### src/verilog/issue_pkg.sv
`default_nettype none

package issue_pkg;

	localparam int reg_addr_w = 5;
	localparam int data_w = 32;
	localparam int instr_w = 32;
	localparam int window_depth = 3;
	localparam int mul_stages = 3;

	// opcode values in bits 31:26
	localparam logic [5:0] op_add = 6'h01;
	localparam logic [5:0] op_sub = 6'h02;
	localparam logic [5:0] op_and = 6'h03;
	localparam logic [5:0] op_or = 6'h04;
	localparam logic [5:0] op_xor = 6'h05;
	localparam logic [5:0] op_slt = 6'h06;
	localparam logic [5:0] op_addi = 6'h08;
	localparam logic [5:0] op_mul = 6'h10;

	typedef enum logic {
		unit_alu = 1'b0,
		unit_mul = 1'b1
	} unit_e;

	// slot 0 is the older instruction
	typedef struct packed {
		logic [1:0] slot_valid;
		logic [1:0][instr_w-1:0] instr;
	} fetch_pair_t;

	typedef struct packed {
		logic valid;
		logic [5:0] opcode;
		unit_e unit;
		logic [reg_addr_w-1:0] ds;
		logic [reg_addr_w-1:0] dt;
		logic [reg_addr_w-1:0] dd;
		logic uses_dt;
		logic [data_w-1:0] imm;
	} dec_op_t;

	typedef struct packed {
		logic valid;
		logic [5:0] opcode;
		logic [reg_addr_w-1:0] dd;
		logic [data_w-1:0] ds_val;
		logic [data_w-1:0] op2_val;
	} issue_t;

	typedef struct packed {
		logic valid;
		logic [reg_addr_w-1:0] addr;
		logic [data_w-1:0] data;
	} wb_t;

endpackage

`default_nettype wire

### src/verilog/mul_unit.sv
`timescale 1ns/1ps
`default_nettype none

module mul_unit (
	input wire clk,
	input wire rstn,
	input issue_pkg::issue_t i_issue,
	output issue_pkg::wb_t o_wb
);

	typedef struct packed {
		logic valid;
		logic [issue_pkg::reg_addr_w-1:0] dd;
		logic [issue_pkg::data_w-1:0] lo;
		logic [issue_pkg::data_w-1:0] hi;
	} mul_stage_t;

	mul_stage_t stage [issue_pkg::mul_stages];
	logic [issue_pkg::data_w+issue_pkg::data_w/2-1:0] prod_lo;
	logic [issue_pkg::data_w-1:0] prod_hi;

	// only the low word is kept, so a[31:16]*b[31:16] never matters
	assign prod_lo = i_issue.ds_val * i_issue.op2_val[issue_pkg::data_w/2-1:0];
	assign prod_hi = i_issue.ds_val[issue_pkg::data_w/2-1:0]
		* i_issue.op2_val[issue_pkg::data_w-1:issue_pkg::data_w/2];

	always_ff @(posedge clk) begin
		if (!rstn) begin
			for (int k = 0; k < issue_pkg::mul_stages; k++) begin
				stage[k].valid <= 1'b0;
			end
		end else begin
			stage[0].valid <= i_issue.valid;
			stage[0].dd <= i_issue.dd;
			stage[0].lo <= prod_lo[issue_pkg::data_w-1:0];
			stage[0].hi <= {prod_hi[issue_pkg::data_w/2-1:0], {(issue_pkg::data_w/2){1'b0}}};
			// both partials ride the pipeline and merge at the output
			for (int k = 1; k < issue_pkg::mul_stages; k++) begin
				stage[k].valid <= stage[k-1].valid;
				stage[k].dd <= stage[k-1].dd;
				stage[k].lo <= stage[k-1].lo;
				stage[k].hi <= stage[k-1].hi;
			end
		end
	end

	assign o_wb.valid = stage[issue_pkg::mul_stages-1].valid;
	assign o_wb.addr = stage[issue_pkg::mul_stages-1].dd;
	assign o_wb.data = stage[issue_pkg::mul_stages-1].lo + stage[issue_pkg::mul_stages-1].hi;

endmodule

`default_nettype wire

### config.mk
export PLATFORM = sky130hd
export DESIGN_NAME = mul_unit
export DESIGN_NICKNAME = d
export VERILOG_FILES = /design/src/verilog/issue_pkg.sv /design/src/verilog/mul_unit.sv
export SDC_FILE = /design/constraint.sdc
export NUM_CORES = 1
export LEC_CHECK = 0
export ABC_AREA = 0
export BUFFER_PORTS_ARGS = -buffer_cell sky130_fd_sc_hd__buf_2
export CORE_AREA = 2 2 263 239
export CTS_BUF_LIST = sky130_fd_sc_hd__clkbuf_4 sky130_fd_sc_hd__clkbuf_8
export DETAILED_ROUTE_END_ITERATION = 10
export DIE_AREA = 0 0 265 241
export PLACE_DENSITY = 0.61
export SETUP_SLACK_MARGIN = 0.3
export SLEW_MARGIN = 25
export SYNTH_ARGS = -nofsm -noshare
export SYNTH_HDL_FRONTEND = slang
export SYNTH_SLANG_ARGS = --single-unit
### constraint.sdc
create_clock -name clk -period 18.38 [get_ports clk]
set_clock_uncertainty 0.05 [all_clocks]
set_input_delay 1.838 -clock clk [delete_from_list [all_inputs] [get_ports clk]]
set_output_delay 1.838 -clock clk [all_outputs]
set_load 0.02 [all_outputs]
Yosys cells after proc, flatten, opt, wreduce, memory -nomap -nowiden

Memories as Yosys holds them, arrays and structs flattened.
Cells that the tools add are included.

Bits in registers: 0
RAM bits: 210
Input bits: 78
Word-level logic and storage cells: 12
Memories: 1

Memory list:

| memory | words | width | rd ports | clocked after Yosys merged registers in | wr ports | line           | RTL |
|---|---|---|---|---|---|---|---|
| stage  | 3     | 70    | 3        | 0                                       | 3        | mul_unit.sv:18 | `mul_stage_t stage [issue_pkg::mul_stages];` |

Add/sub/neg operators: 1
$mul: 2
Mux-type cells: 5
Bitwise logic cells: 3

Operators with widths:

| cell             | count |
|---|---|
| $add A32 B32 Y32 | 1 |
| $mul A32 B16 Y32 | 1 |
| $mul A16 B16 Y16 | 1 |
| $mux W1          | 5 |
| $or A1 B1 Y1     | 3 |

Longest topological paths before layout

Gate-level depths: netlist (run 1).

Depth in word-level cells: 2
Gate-level depth with buffers: 24
Mapped depth without buffers: 21

Worst setup path before layout (run 1)

OpenSTA, ideal clock, no wires.

Path type: input port to flip-flop
From: input port i_issue[3] (netlist name)
To: memory stage[0][57] (netlist name) (data pin)
Arrival time: 7.146 ns
Data required time: 18.071 ns
Slack: 10.925 ns
Stages on the path: 20
Cell sequence: clkbuf_1 > clkbuf_1 > nand2_1 > fa_1 > fa_1 > fa_1 > inv_1 > fa_1 > fa_1 > inv_1 > fa_1 > inv_1 > ha_1 > a211oi_1 > nor2_1 > o41ai_1 > o41a_4 > o21ai_2 > and3_1 > a211o_1

RTL lines:

| element            | line           | RTL |
|---|---|---|
| start: declaration | mul_unit.sv:7  | `input issue_pkg::issue_t i_issue,` |
| end: declaration   | mul_unit.sv:18 |  |

==> results of run 1 <==
area by class of cell:
class	count	area (um2)	share of cell area
Timing Repair Buffer	112	581	0.0250
Clock inverter	14	164	0.00707
Multi-Input combinational cell	1462	14600	0.628
Tap cell	792	991	0.0427
Sequential cell	162	4830	0.208
Inverter	482	1810	0.0780
Antenna cell	1	2.50	0.000108
Clock buffer	18	241	0.0104
metal layers:
layer,vias up,share of wire,GRT usage
li1,6631,-,-
met1,7372,0.45,0.230
met2,426,0.48,0.289
met3,70,0.057,0.0283
met4,0,0.017,0.0418
met5,-,0,0
metrics by stage:
step,std cells,instance area (um2),worst slack [ns],util
after floorplan,2230,21800,10.93,-
after CTS,3042,23200,10.83,0.381
after global routing,3042,23200,10.52,0.381
after global placement,3010,22800,10.37,0.374
final,3043,23200,10.75,0.381
after detailed placement,3010,22800,10.30,0.374
cells by family (layout without fill, tap and decap cells):
kind of cell | Yosys count | count (layout) | synth area share
buffers and inverters | 606 | 626 | 0.109
adder cells (fa/ha/maj) | 514 | 514 | 0.428
XOR/XNOR | 99 | 99 | 0.0398
AO/OA/AOI/OAI | 123 | 123 | 0.0397
multiplexers | 5 | 5 | 0.00230
AND/OR/NAND/NOR | 721 | 721 | 0.159
flip-flops | 162 | 162 | 0.222
other | 0 | 1 | 0
path summary, 6_finish.rpt:
| path | from | to | slack, ns | cells after the start |
|---|---|---|---|---|
| worst max register to register | stage[0][42]$_DFFE_PP_ | stage[1][42]$_DFFE_PP_ | 17.46 | 1 |
| worst max-delay path | i_issue[1] | stage[0][53]$_DFFE_PP_ | 10.75 | 20 |
| worst min-delay path | stage[1][33]$_DFFE_PP_ | stage[2][33]$_DFFE_PP_ | 0.37 | 0 |
| worst min register to register | stage[1][33]$_DFFE_PP_ | stage[2][33]$_DFFE_PP_ | 0.37 | 0 |
cell usage in the layout, fill, tap and decap left out, types with 4 or more instances in the layout:
cell type,n
nand3_1,4
o21ai_1,4
a211oi_1,5
fa_1,385
a21o_1,18
nor2_1,50
nand2b_1,9
a21oi_1,36
xor2_1,29
and2_1,255
o21a_1,7
clkbuf_8,18
inv_1,482
and3_1,8
nor3_1,10
ha_1,129
o21ai_0,13
buf_2,108
nor2b_1,6
a31oi_1,4
mux2i_1,5
o21bai_1,6
edfxtp_1,159
nand2_1,366
xnor2_1,70
==> results.json, run 1 <==
{
  "fin_crit_sh": 0.415,
  "cts_max_level": 4,
  "routed_wl_um": 51600,
  "rsz0062_at_grt": "no",
  "syn_nets": 2822,
  "synth_cell_types": 60,
  "ant_nets": 0,
  "slowest_stage": "buf_2",
  "synthArstFlopShare": 0,
  "cts_resized": 0,
  "cp_top_family": "adder cells",
  "nets": 2829,
  "cts_tree": "done",
  "clock-sinks": 162,
  "coreArea_mm2": 0.0609,
  "period_minus_slack_ns": 7.63,
  "synth.largest_area_cell": "fa_1",
  "portBuffers": 109,
  "timing.hold.ws_ns": 0.368,
  "place.gp.congestion": 0.868,
  "grt_pass1_vias": 16226,
  "clock_latency_ns": 0.46,
  "end_kind": "flop",
  "dieArea_mm2": 0.0639,
  "reg.largest.list": "stage x162",
  "grt.total_usage": 0.171,
  "drive_gt1_frac": 0.0707,
  "ys_seq_elements": 162,
  "grt_overflow": 0,
  "die_x_um": 265,
  "synthTopCellsByArea": "fa_1 (35%), edfxtp_1 (22%), inv_1 (8.3%)",
  "cts_hold_buf": 0,
  "cts.clk_slew.worst_paths_ns": 0.09,
  "synth_area_mm2": 0.0218,
  "worstPathArrival_ns": 7.79,
  "synth_ff_type": "edfxtp_1",
  "maxCapViolations": 0,
  "clockBufferDepth": 2,
  "yosysWarningCount": 0,
  "tns_ns": 0,
  "yosys-top-cells-count": "inv_1 (482), fa_1 (385), nand2_1 (366), and2_1 (255), edfxtp_1 (159)",
  "wl_per_cell_um": 17.0,
  "cpMostUsedCell": "fa_1",
  "fp-row-count": 86,
  "post-synth-top-count-cell": "inv_1",
  "drv_slew": 0,
  "cp_data_required_time_ns": 18.55,
  "relSlewSlack": 0.443,
  "root_buffer": "clkbuf_8",
  "yosysTopAreaCellShare": 0.354,
  "drtPass1Iterations": 7,
  "grt_pass1_wl_um": 85800,
  "postCtsSetupRepairBufs": 0,
  "synth_enable_flop_cells": 159,
  "regMostFlops": "stage",
  "synth_seq_area_share": 0.222,
  "fillers": 6099,
  "fmax_mhz": 131,
  "hp-class": "flop to flop",
  "setup_viol": 0,
  "die_h_um": 241,
  "initial_core_util": 0.358,
  "antenna_found_initial": 2,
  "critPathBufInv": 4,
  "cts_made_buffers": 17,
  "area_delta_synth_final_pct": 6.46,
  "largest_reg_flops": 162,
  "hpwlAfterDp_um": 38300,
  "pin_count": 116,
  "grt_max_degree": 107,
  "vias_per_cell": 4.76,
  "outcome": "finished clean",
  "worst-slew-pin-transition_ns": 0.835,
  "synthCells": 2230,
  "path_cells": "buf_2 -> nand2_1 -> fa_1 -> fa_1 -> fa_1 -> inv_1 -> fa_1 -> fa_1 -> inv_1 -> fa_1 -> inv_1 -> ha_1 -> a211oi_1 -> nor2_1 -> o41ai_1 -> o41a_4 -> o21ai_2 -> a21o_1 -> a21oi_1 -> mux2i_1",
  "drt-initial-drc-count": 700,
  "vias": 14499,
  "critical_path_class": "primary input to flop",
  "syn_avg_cell_area_um2": 9.77,
  "critPathMaxFanout": 31,
  "cpPeakStageDelay_ns": 0.57,
  "drc": 0,
  "start_kind": "primary input",
  "hold_viol": 0
}
Power of run 1 is not shown: default switching activity piles up to over one toggle a cycle in this logic, so the estimate is an artifact.
==> run 2, diff against run 1 <==
--- a/config.mk
+++ b/config.mk
@@ -5,12 +5,12 @@
 export SDC_FILE = /design/constraint.sdc
 export NUM_CORES = 1
 export LEC_CHECK = 0
-export ABC_AREA = 0
+export ABC_AREA = 1
 export BUFFER_PORTS_ARGS = -buffer_cell sky130_fd_sc_hd__buf_2
-export CORE_AREA = 2 2 263 239
+export CORE_AREA = 2 2 268 243
 export CTS_BUF_LIST = sky130_fd_sc_hd__clkbuf_4 sky130_fd_sc_hd__clkbuf_8
 export DETAILED_ROUTE_END_ITERATION = 10
-export DIE_AREA = 0 0 265 241
+export DIE_AREA = 0 0 270 245
 export PLACE_DENSITY = 0.61
 export SETUP_SLACK_MARGIN = 0.3
 export SLEW_MARGIN = 25
==> constraint.sdc (replaced) <==
create_clock -name clk -period 7.9 [get_ports clk]
set_clock_uncertainty 0.05 [all_clocks]
set_input_delay 0.79 -clock clk [delete_from_list [all_inputs] [get_ports clk]]
set_output_delay 0.79 -clock clk [all_outputs]
set_load 0.02 [all_outputs]
==> results.json, run 2 <==
{
  "portBuffers": 109,
  "final_cell_count_no_fill": 3606,
  "rsz0062_at_grt": "no",
  "yosysTopAreaCellShare": 0.340,
  "synthArstFlopShare": 0,
  "synth.largest_area_cell": "fa_1",
  "timing.rr.end": "stage[1][61]$_DFFE_PP_",
  "cpMostUsedCell": "fa_1",
  "drc": 0,
  "ant_nets": 0,
  "critPathBufInv": 4,
  "postCtsSetupRepairBufs": 0,
  "grt_pass1_vias": 16877,
  "synth_area_mm2": 0.0227,
  "synth_cell_types": 41,
  "routed_wl_um": 54000,
  "path_cells": "buf_2 -> nand2_1 -> fa_1 -> inv_1 -> fa_1 -> fa_1 -> fa_1 -> fa_1 -> inv_1 -> fa_1 -> inv_1 -> ha_1 -> a21oi_1 -> o21ai_0 -> a21oi_1 -> nand2_1 -> nand3_1 -> nand2_1 -> xnor2_1 -> nor2_1",
  "place.gp.congestion": 0.937,
  "wl_per_cell_um": 15.0,
  "maxCapViolations": 0,
  "fillers": 6510,
  "slowest_stage": "buf_2",
  "synth_enable_flop_cells": 159,
  "post-synth-top-count-cell": "inv_1",
  "end_kind": "flop",
  "clock-sinks": 162,
  "antenna_found_initial": 1,
  "synth_seq_area_share": 0.213,
  "cts_resized": 0,
  "yosys-top-cells-count": "inv_1 (789), nand2_1 (774), fa_1 (385), edfxtp_1 (159), ha_1 (129)",
  "cts_made_buffers": 17,
  "die_x_um": 270,
  "nets": 3330,
  "crit_cells": 20,
  "fmax_mhz": 157,
  "clockBufferDepth": 2,
  "syn_nets": 3324,
  "crit_end": "stage[0][59]$_DFFE_PP_",
  "cp_data_required_time_ns": 8.03,
  "period_minus_slack_ns": 6.37,
  "final_common_cell": "inv_1",
  "clock_latency_ns": 0.45,
  "reg2reg_from": "stage[0][61]$_DFFE_PP_",
  "outcome": "finished clean",
  "grt.total_usage": 0.172,
  "fp-row-count": 88,
  "grt_max_degree": 118,
  "die_h_um": 245,
  "syn_avg_cell_area_um2": 8.29,
  "diodes": 0,
  "vias_per_cell": 4.51,
  "yosysWarningCount": 0,
  "synthCells": 2732,
  "cts_hold_buf": 0,
  "cts.clk_slew.worst_paths_ns": 0.09,
  "pin_count": 116,
  "hold_viol": 0,
  "cpPeakStageDelay_ns": 0.58,
  "reg.largest.list": "stage x162",
  "hp-class": "flop to flop",
  "dieArea_mm2": 0.0662,
  "worst-slew-pin-transition_ns": 0.839,
  "area_delta_synth_final_pct": 6.70,
  "drive_gt1_frac": 0.0600,
  "synthTopCellsByArea": "fa_1 (34%), edfxtp_1 (21%), inv_1 (13%)",
  "vias": 16247,
  "place_inst": 3574,
  "largest_reg_flops": 162,
  "regMostFlops": "stage",
  "cts_tree": "done",
  "tns_ns": 0,
  "cts_max_level": 4,
  "drv_slew": 0,
  "root_buffer": "clkbuf_8",
  "start_kind": "primary input",
  "coreArea_mm2": 0.0635,
  "critical_path_class": "primary input to flop",
  "ys_seq_elements": 162,
  "setup_viol": 0,
  "hpwlAfterDp_um": 41500,
  "grt_pass1_wl_um": 90000,
  "drtPass1Iterations": 5,
  "worstPathArrival_ns": 6.50,
  "regToRegSetupSlack_ns": 7.06,
  "startpoint": "i_issue[40]",
  "grt_overflow": 0,
  "critPathMaxFanout": 25,
  "r2r_cells": 2,
  "relSlewSlack": 0.441,
  "drt-initial-drc-count": 981,
  "initial_core_util": 0.357,
  "cp_top_family": "adder cells",
  "fin_crit_sh": 0.806,
  "synth_ff_type": "edfxtp_1",
  "final_cell_mix": "inv_1 (789), nand2_1 (774), fa_1 (385)"
}
run 2: changes by cell type after synthesis, sizes merged, moves of 9 or more:
cell,change
inv,+311
and3,-9
nor2,+14
buf,+33
xnor2,-58
nand3,+44
nand3b,+14
and2,-255
a21o,-12
clkbuf,-20
nand2,+412
o21ai,+31
a21oi,+48
run 2: worst min path at each step:
stage                                    to  cells past startpoint  slack (ns)                     from
floorplan           stage[2][69]$_SDFF_PN0_                      2        0.34  stage[1][69]$_SDFF_PN0_
global placement     stage[2][68]$_DFFE_PP_                      0        0.35   stage[1][68]$_DFFE_PP_
detailed placement   stage[2][23]$_DFFE_PP_                      0        0.35   stage[1][23]$_DFFE_PP_
CTS                  stage[2][28]$_DFFE_PP_                      0        0.36   stage[1][28]$_DFFE_PP_
global route         stage[2][28]$_DFFE_PP_                      0        0.37   stage[1][28]$_DFFE_PP_
finish               stage[2][28]$_DFFE_PP_                      0        0.36   stage[1][28]$_DFFE_PP_
run 2: area by class of cell:
type                            instances  area [um2]  share of cell area
Multi-Input combinational cell       1641       14200               0.588
Timing Repair Buffer                  123         661              0.0273
Sequential cell                       162        4830               0.200
Clock buffer                           17         234             0.00968
Clock inverter                         15         183             0.00756
Inverter                              793        2980               0.123
Tap cell                              855        1070              0.0443
run 2: stage by stage:
step	setup slack [ns]	instance area [um2]	utilization	hold slack (ns)
after floorplan	1.87	22700	-	0.336
after global placement	1.16	23800	0.374	0.351
after detailed placement	1.12	23800	0.374	0.355
after CTS	1.61	24200	0.380	0.362
after global routing	1.27	24200	0.380	0.367
final	1.53	24200	0.380	0.364
run 2: worst reg2reg max path, cell delays in order, from the launching register on:
cell and delay, ns:
edfxtp_1 0.41, nand2_1 0.09, inv_1 0.04
run 2: cell families after synthesis:
logic type | count (synthesis) | synth area share
buffers and inverters | 929 | 0.159
and+or+nand+nor | 924 | 0.160
adders and majority gates | 514 | 0.412
AOI/OAI and AO/OA | 164 | 0.0400
DFF | 162 | 0.213
xor gates and xnor gates | 39 | 0.0154
run 2: metal layers:
| layer | share of wire | up-vias | wire length, um | global-route usage |
|---|---|---|---|---|
| met2 | 0.45 | 498 | 24100 | 0.275 |
| met1 | 0.46 | 7799 | 24900 | 0.240 |
| met5 | 0.00024 | - | 13 | 0 |
| met4 | 0.024 | 2 | 1270 | 0.0464 |
| met3 | 0.067 | 62 | 3630 | 0.0295 |
| li1 | - | 7886 | - | - |
Power of run 2 is left out for the same reason.
==> run 3, diff against run 2 <==
--- a/config.mk
+++ b/config.mk
@@ -5,12 +5,12 @@
 export SDC_FILE = /design/constraint.sdc
 export NUM_CORES = 1
 export LEC_CHECK = 0
-export ABC_AREA = 1
+export ABC_AREA = 0
 export BUFFER_PORTS_ARGS = -buffer_cell sky130_fd_sc_hd__buf_2
-export CORE_AREA = 2 2 268 243
+export CORE_AREA = 2 2 263 239
 export CTS_BUF_LIST = sky130_fd_sc_hd__clkbuf_4 sky130_fd_sc_hd__clkbuf_8
 export DETAILED_ROUTE_END_ITERATION = 10
-export DIE_AREA = 0 0 270 245
+export DIE_AREA = 0 0 265 241
 export PLACE_DENSITY = 0.61
 export SETUP_SLACK_MARGIN = 0.3
 export SLEW_MARGIN = 25
==> constraint.sdc (replaced) <==
create_clock -name clk -period 5.9 [get_ports clk]
set_clock_uncertainty 0.05 [all_clocks]
set_input_delay 0.59 -clock clk [delete_from_list [all_inputs] [get_ports clk]]
set_output_delay 0.59 -clock clk [all_outputs]
set_load 0.02 [all_outputs]
==> results.json, run 3 (synthesis gave the netlist of run 1 again) <==
{
  "clock_latency_ns": 0.46,
  "met2_usage": 0.307,
  "cts_hold_buf": 0,
  "diodes": 0,
  "maxCapViolations": 0,
  "outcome": "finished clean",
  "cts_made_buffers": 17,
  "cp_top_family": "adder cells",
  "wl_per_cell_um": 15.7,
  "die_x_um": 265,
  "reg.largest.list": "stage x162",
  "ant_nets": 0,
  "cpPeakStageDelay_ns": 0.57,
  "fmax_mhz": 177,
  "rsz0062_at_grt": "yes",
  "fp-row-count": 86,
  "root_buffer": "clkbuf_8",
  "place.gp.congestion": 0.863,
  "drc": 0,
  "drtPass1Iterations": 5,
  "portBuffers": 109,
  "regMostFlops": "stage",
  "tns_ns": 0,
  "critPathMaxFanout": 5,
  "grt_pass1_wl_um": 85900,
  "final_common_cell": "inv_1",
  "clockBufferDepth": 2,
  "routed_wl_um": 51600,
  "cts.clk_slew.worst_paths_ns": 0.09,
  "grt_pass1_vias": 17201,
  "initial_core_util": 0.358,
  "grt_max_degree": 89,
  "vias_per_cell": 4.66,
  "hpwlAfterDp_um": 42800,
  "grt_use_met1": 0.214,
  "drt-initial-drc-count": 969,
  "fin_crit_sh": 0.958,
  "slowest_stage": "fa_1",
  "critPathBufInv": 6,
  "clock-sinks": 162,
  "end_kind": "flop",
  "final_cell_mix": "inv_1 (460), fa_1 (374), nand2_1 (355)",
  "dieArea_mm2": 0.0639,
  "finish.utilization": 0.426,
  "setup_viol": 0,
  "timing.hold.ws_ns": 0.309,
  "critical_path_class": "primary input to flop",
  "multi_input_area_mm2": 0.0151,
  "worstPathArrival_ns": 5.80,
  "pin_count": 116,
  "grt_busiest_layer": "met2",
  "drv_slew": 0,
  "hold_viol": 0,
  "relSlewSlack": 0.432,
  "drive_gt1_frac": 0.204,
  "cpMostUsedCell": "fa_1",
  "period_minus_slack_ns": 5.65,
  "grt.met3_usage": 0.0192,
  "coreArea_mm2": 0.0609,
  "area_delta_synth_final_pct": 19.0,
  "fillers": 5914,
  "grt_overflow": 0,
  "path_cells": "buf_12 -> buf_6 -> buf_6 -> and2_4 -> fa_1 -> fa_1 -> fa_1 -> fa_1 -> fa_1 -> inv_2 -> fa_1 -> inv_2 -> ha_4 -> and3_4 -> and3_4 -> inv_2 -> o311ai_4 -> a31oi_1 -> xnor2_1 -> nor2_1",
  "start_kind": "primary input",
  "cts_max_level": 4,
  "largest_reg_flops": 162,
  "grt.total_usage": 0.170,
  "nets": 3080,
  "hp-class": "primary input to flop",
  "worst-slew-pin-transition_ns": 0.853,
  "cp_data_required_time_ns": 6.05,
  "cts_tree": "done",
  "vias": 15353,
  "seq_area_mm2": 0.00483,
  "antenna_found_initial": 2,
  "die_h_um": 241
}
[run 3: cell count changes in the layout (fill, tap and decap cells not counted), moves of 15 or more]
cell     change
and2_1     +244
buf_4      +224
xnor2_1     +59
nor2_1      -15
buf_6       +24
buf_2       -31
nand2_1    -419
inv_2       +17
inv_1      -329
a21oi_1     -57
ha_1        -18
nand3_1     -45
ha_4        +15
o21ai_0     -37
[run 3: cell type report]
class                           count  share of cell area
Clock buffer                       17             0.00903
Multi-Input combinational cell   1462               0.581
Tap cell                          792              0.0382
Clock inverter                     15             0.00599
Inverter                          482              0.0699
Timing Repair Buffer              363               0.109
Sequential cell                   162               0.187
[run 3: routing by layer]
| layer | vias to the layer above | routed length (um) |
|---|---|---|
| met1 | 7785 | 21900 |
| met4 | 0 | 1290 |
| li1 | 7149 | - |
| met3 | 66 | 2130 |
| met2 | 353 | 26200 |
| met5 | - | 0 |
[run 3: worst paths after layout]
path / slack, ns / cells after the start / endpoint / start
max: 0.25 / 20 / stage[0][63]$_DFFE_PP_ / i_issue[41]
min: 0.31 / 2 / stage[0][69]$_SDFF_PN0_ / i_issue[75]
max reg2reg: 4.88 / 1 / stage[1][59]$_DFFE_PP_ / stage[0][59]$_DFFE_PP_
min reg2reg: 0.37 / 0 / stage[2][66]$_DFFE_PP_ / stage[1][66]$_DFFE_PP_
[run 3: repair_timing]
item                       in CTS  in global routing
setup buffers                  16                 11
setup endpoints to repair      16                 20
gates cloned                    0                  1
pin swaps                      20                 59
resized for setup              53                119
[run 3: per-stage QoR]
stage	setup WS, ns	instances	area, um2
after CTS	0.239	3281	25400
after floorplan	0.0159	2230	22100
after global placement	-0.323	3233	24700
after global routing	0.0727	3293	25900
after detailed placement	-0.438	3233	24700
final	0.250	3293	25900
Power of run 3 is left out for the same reason.
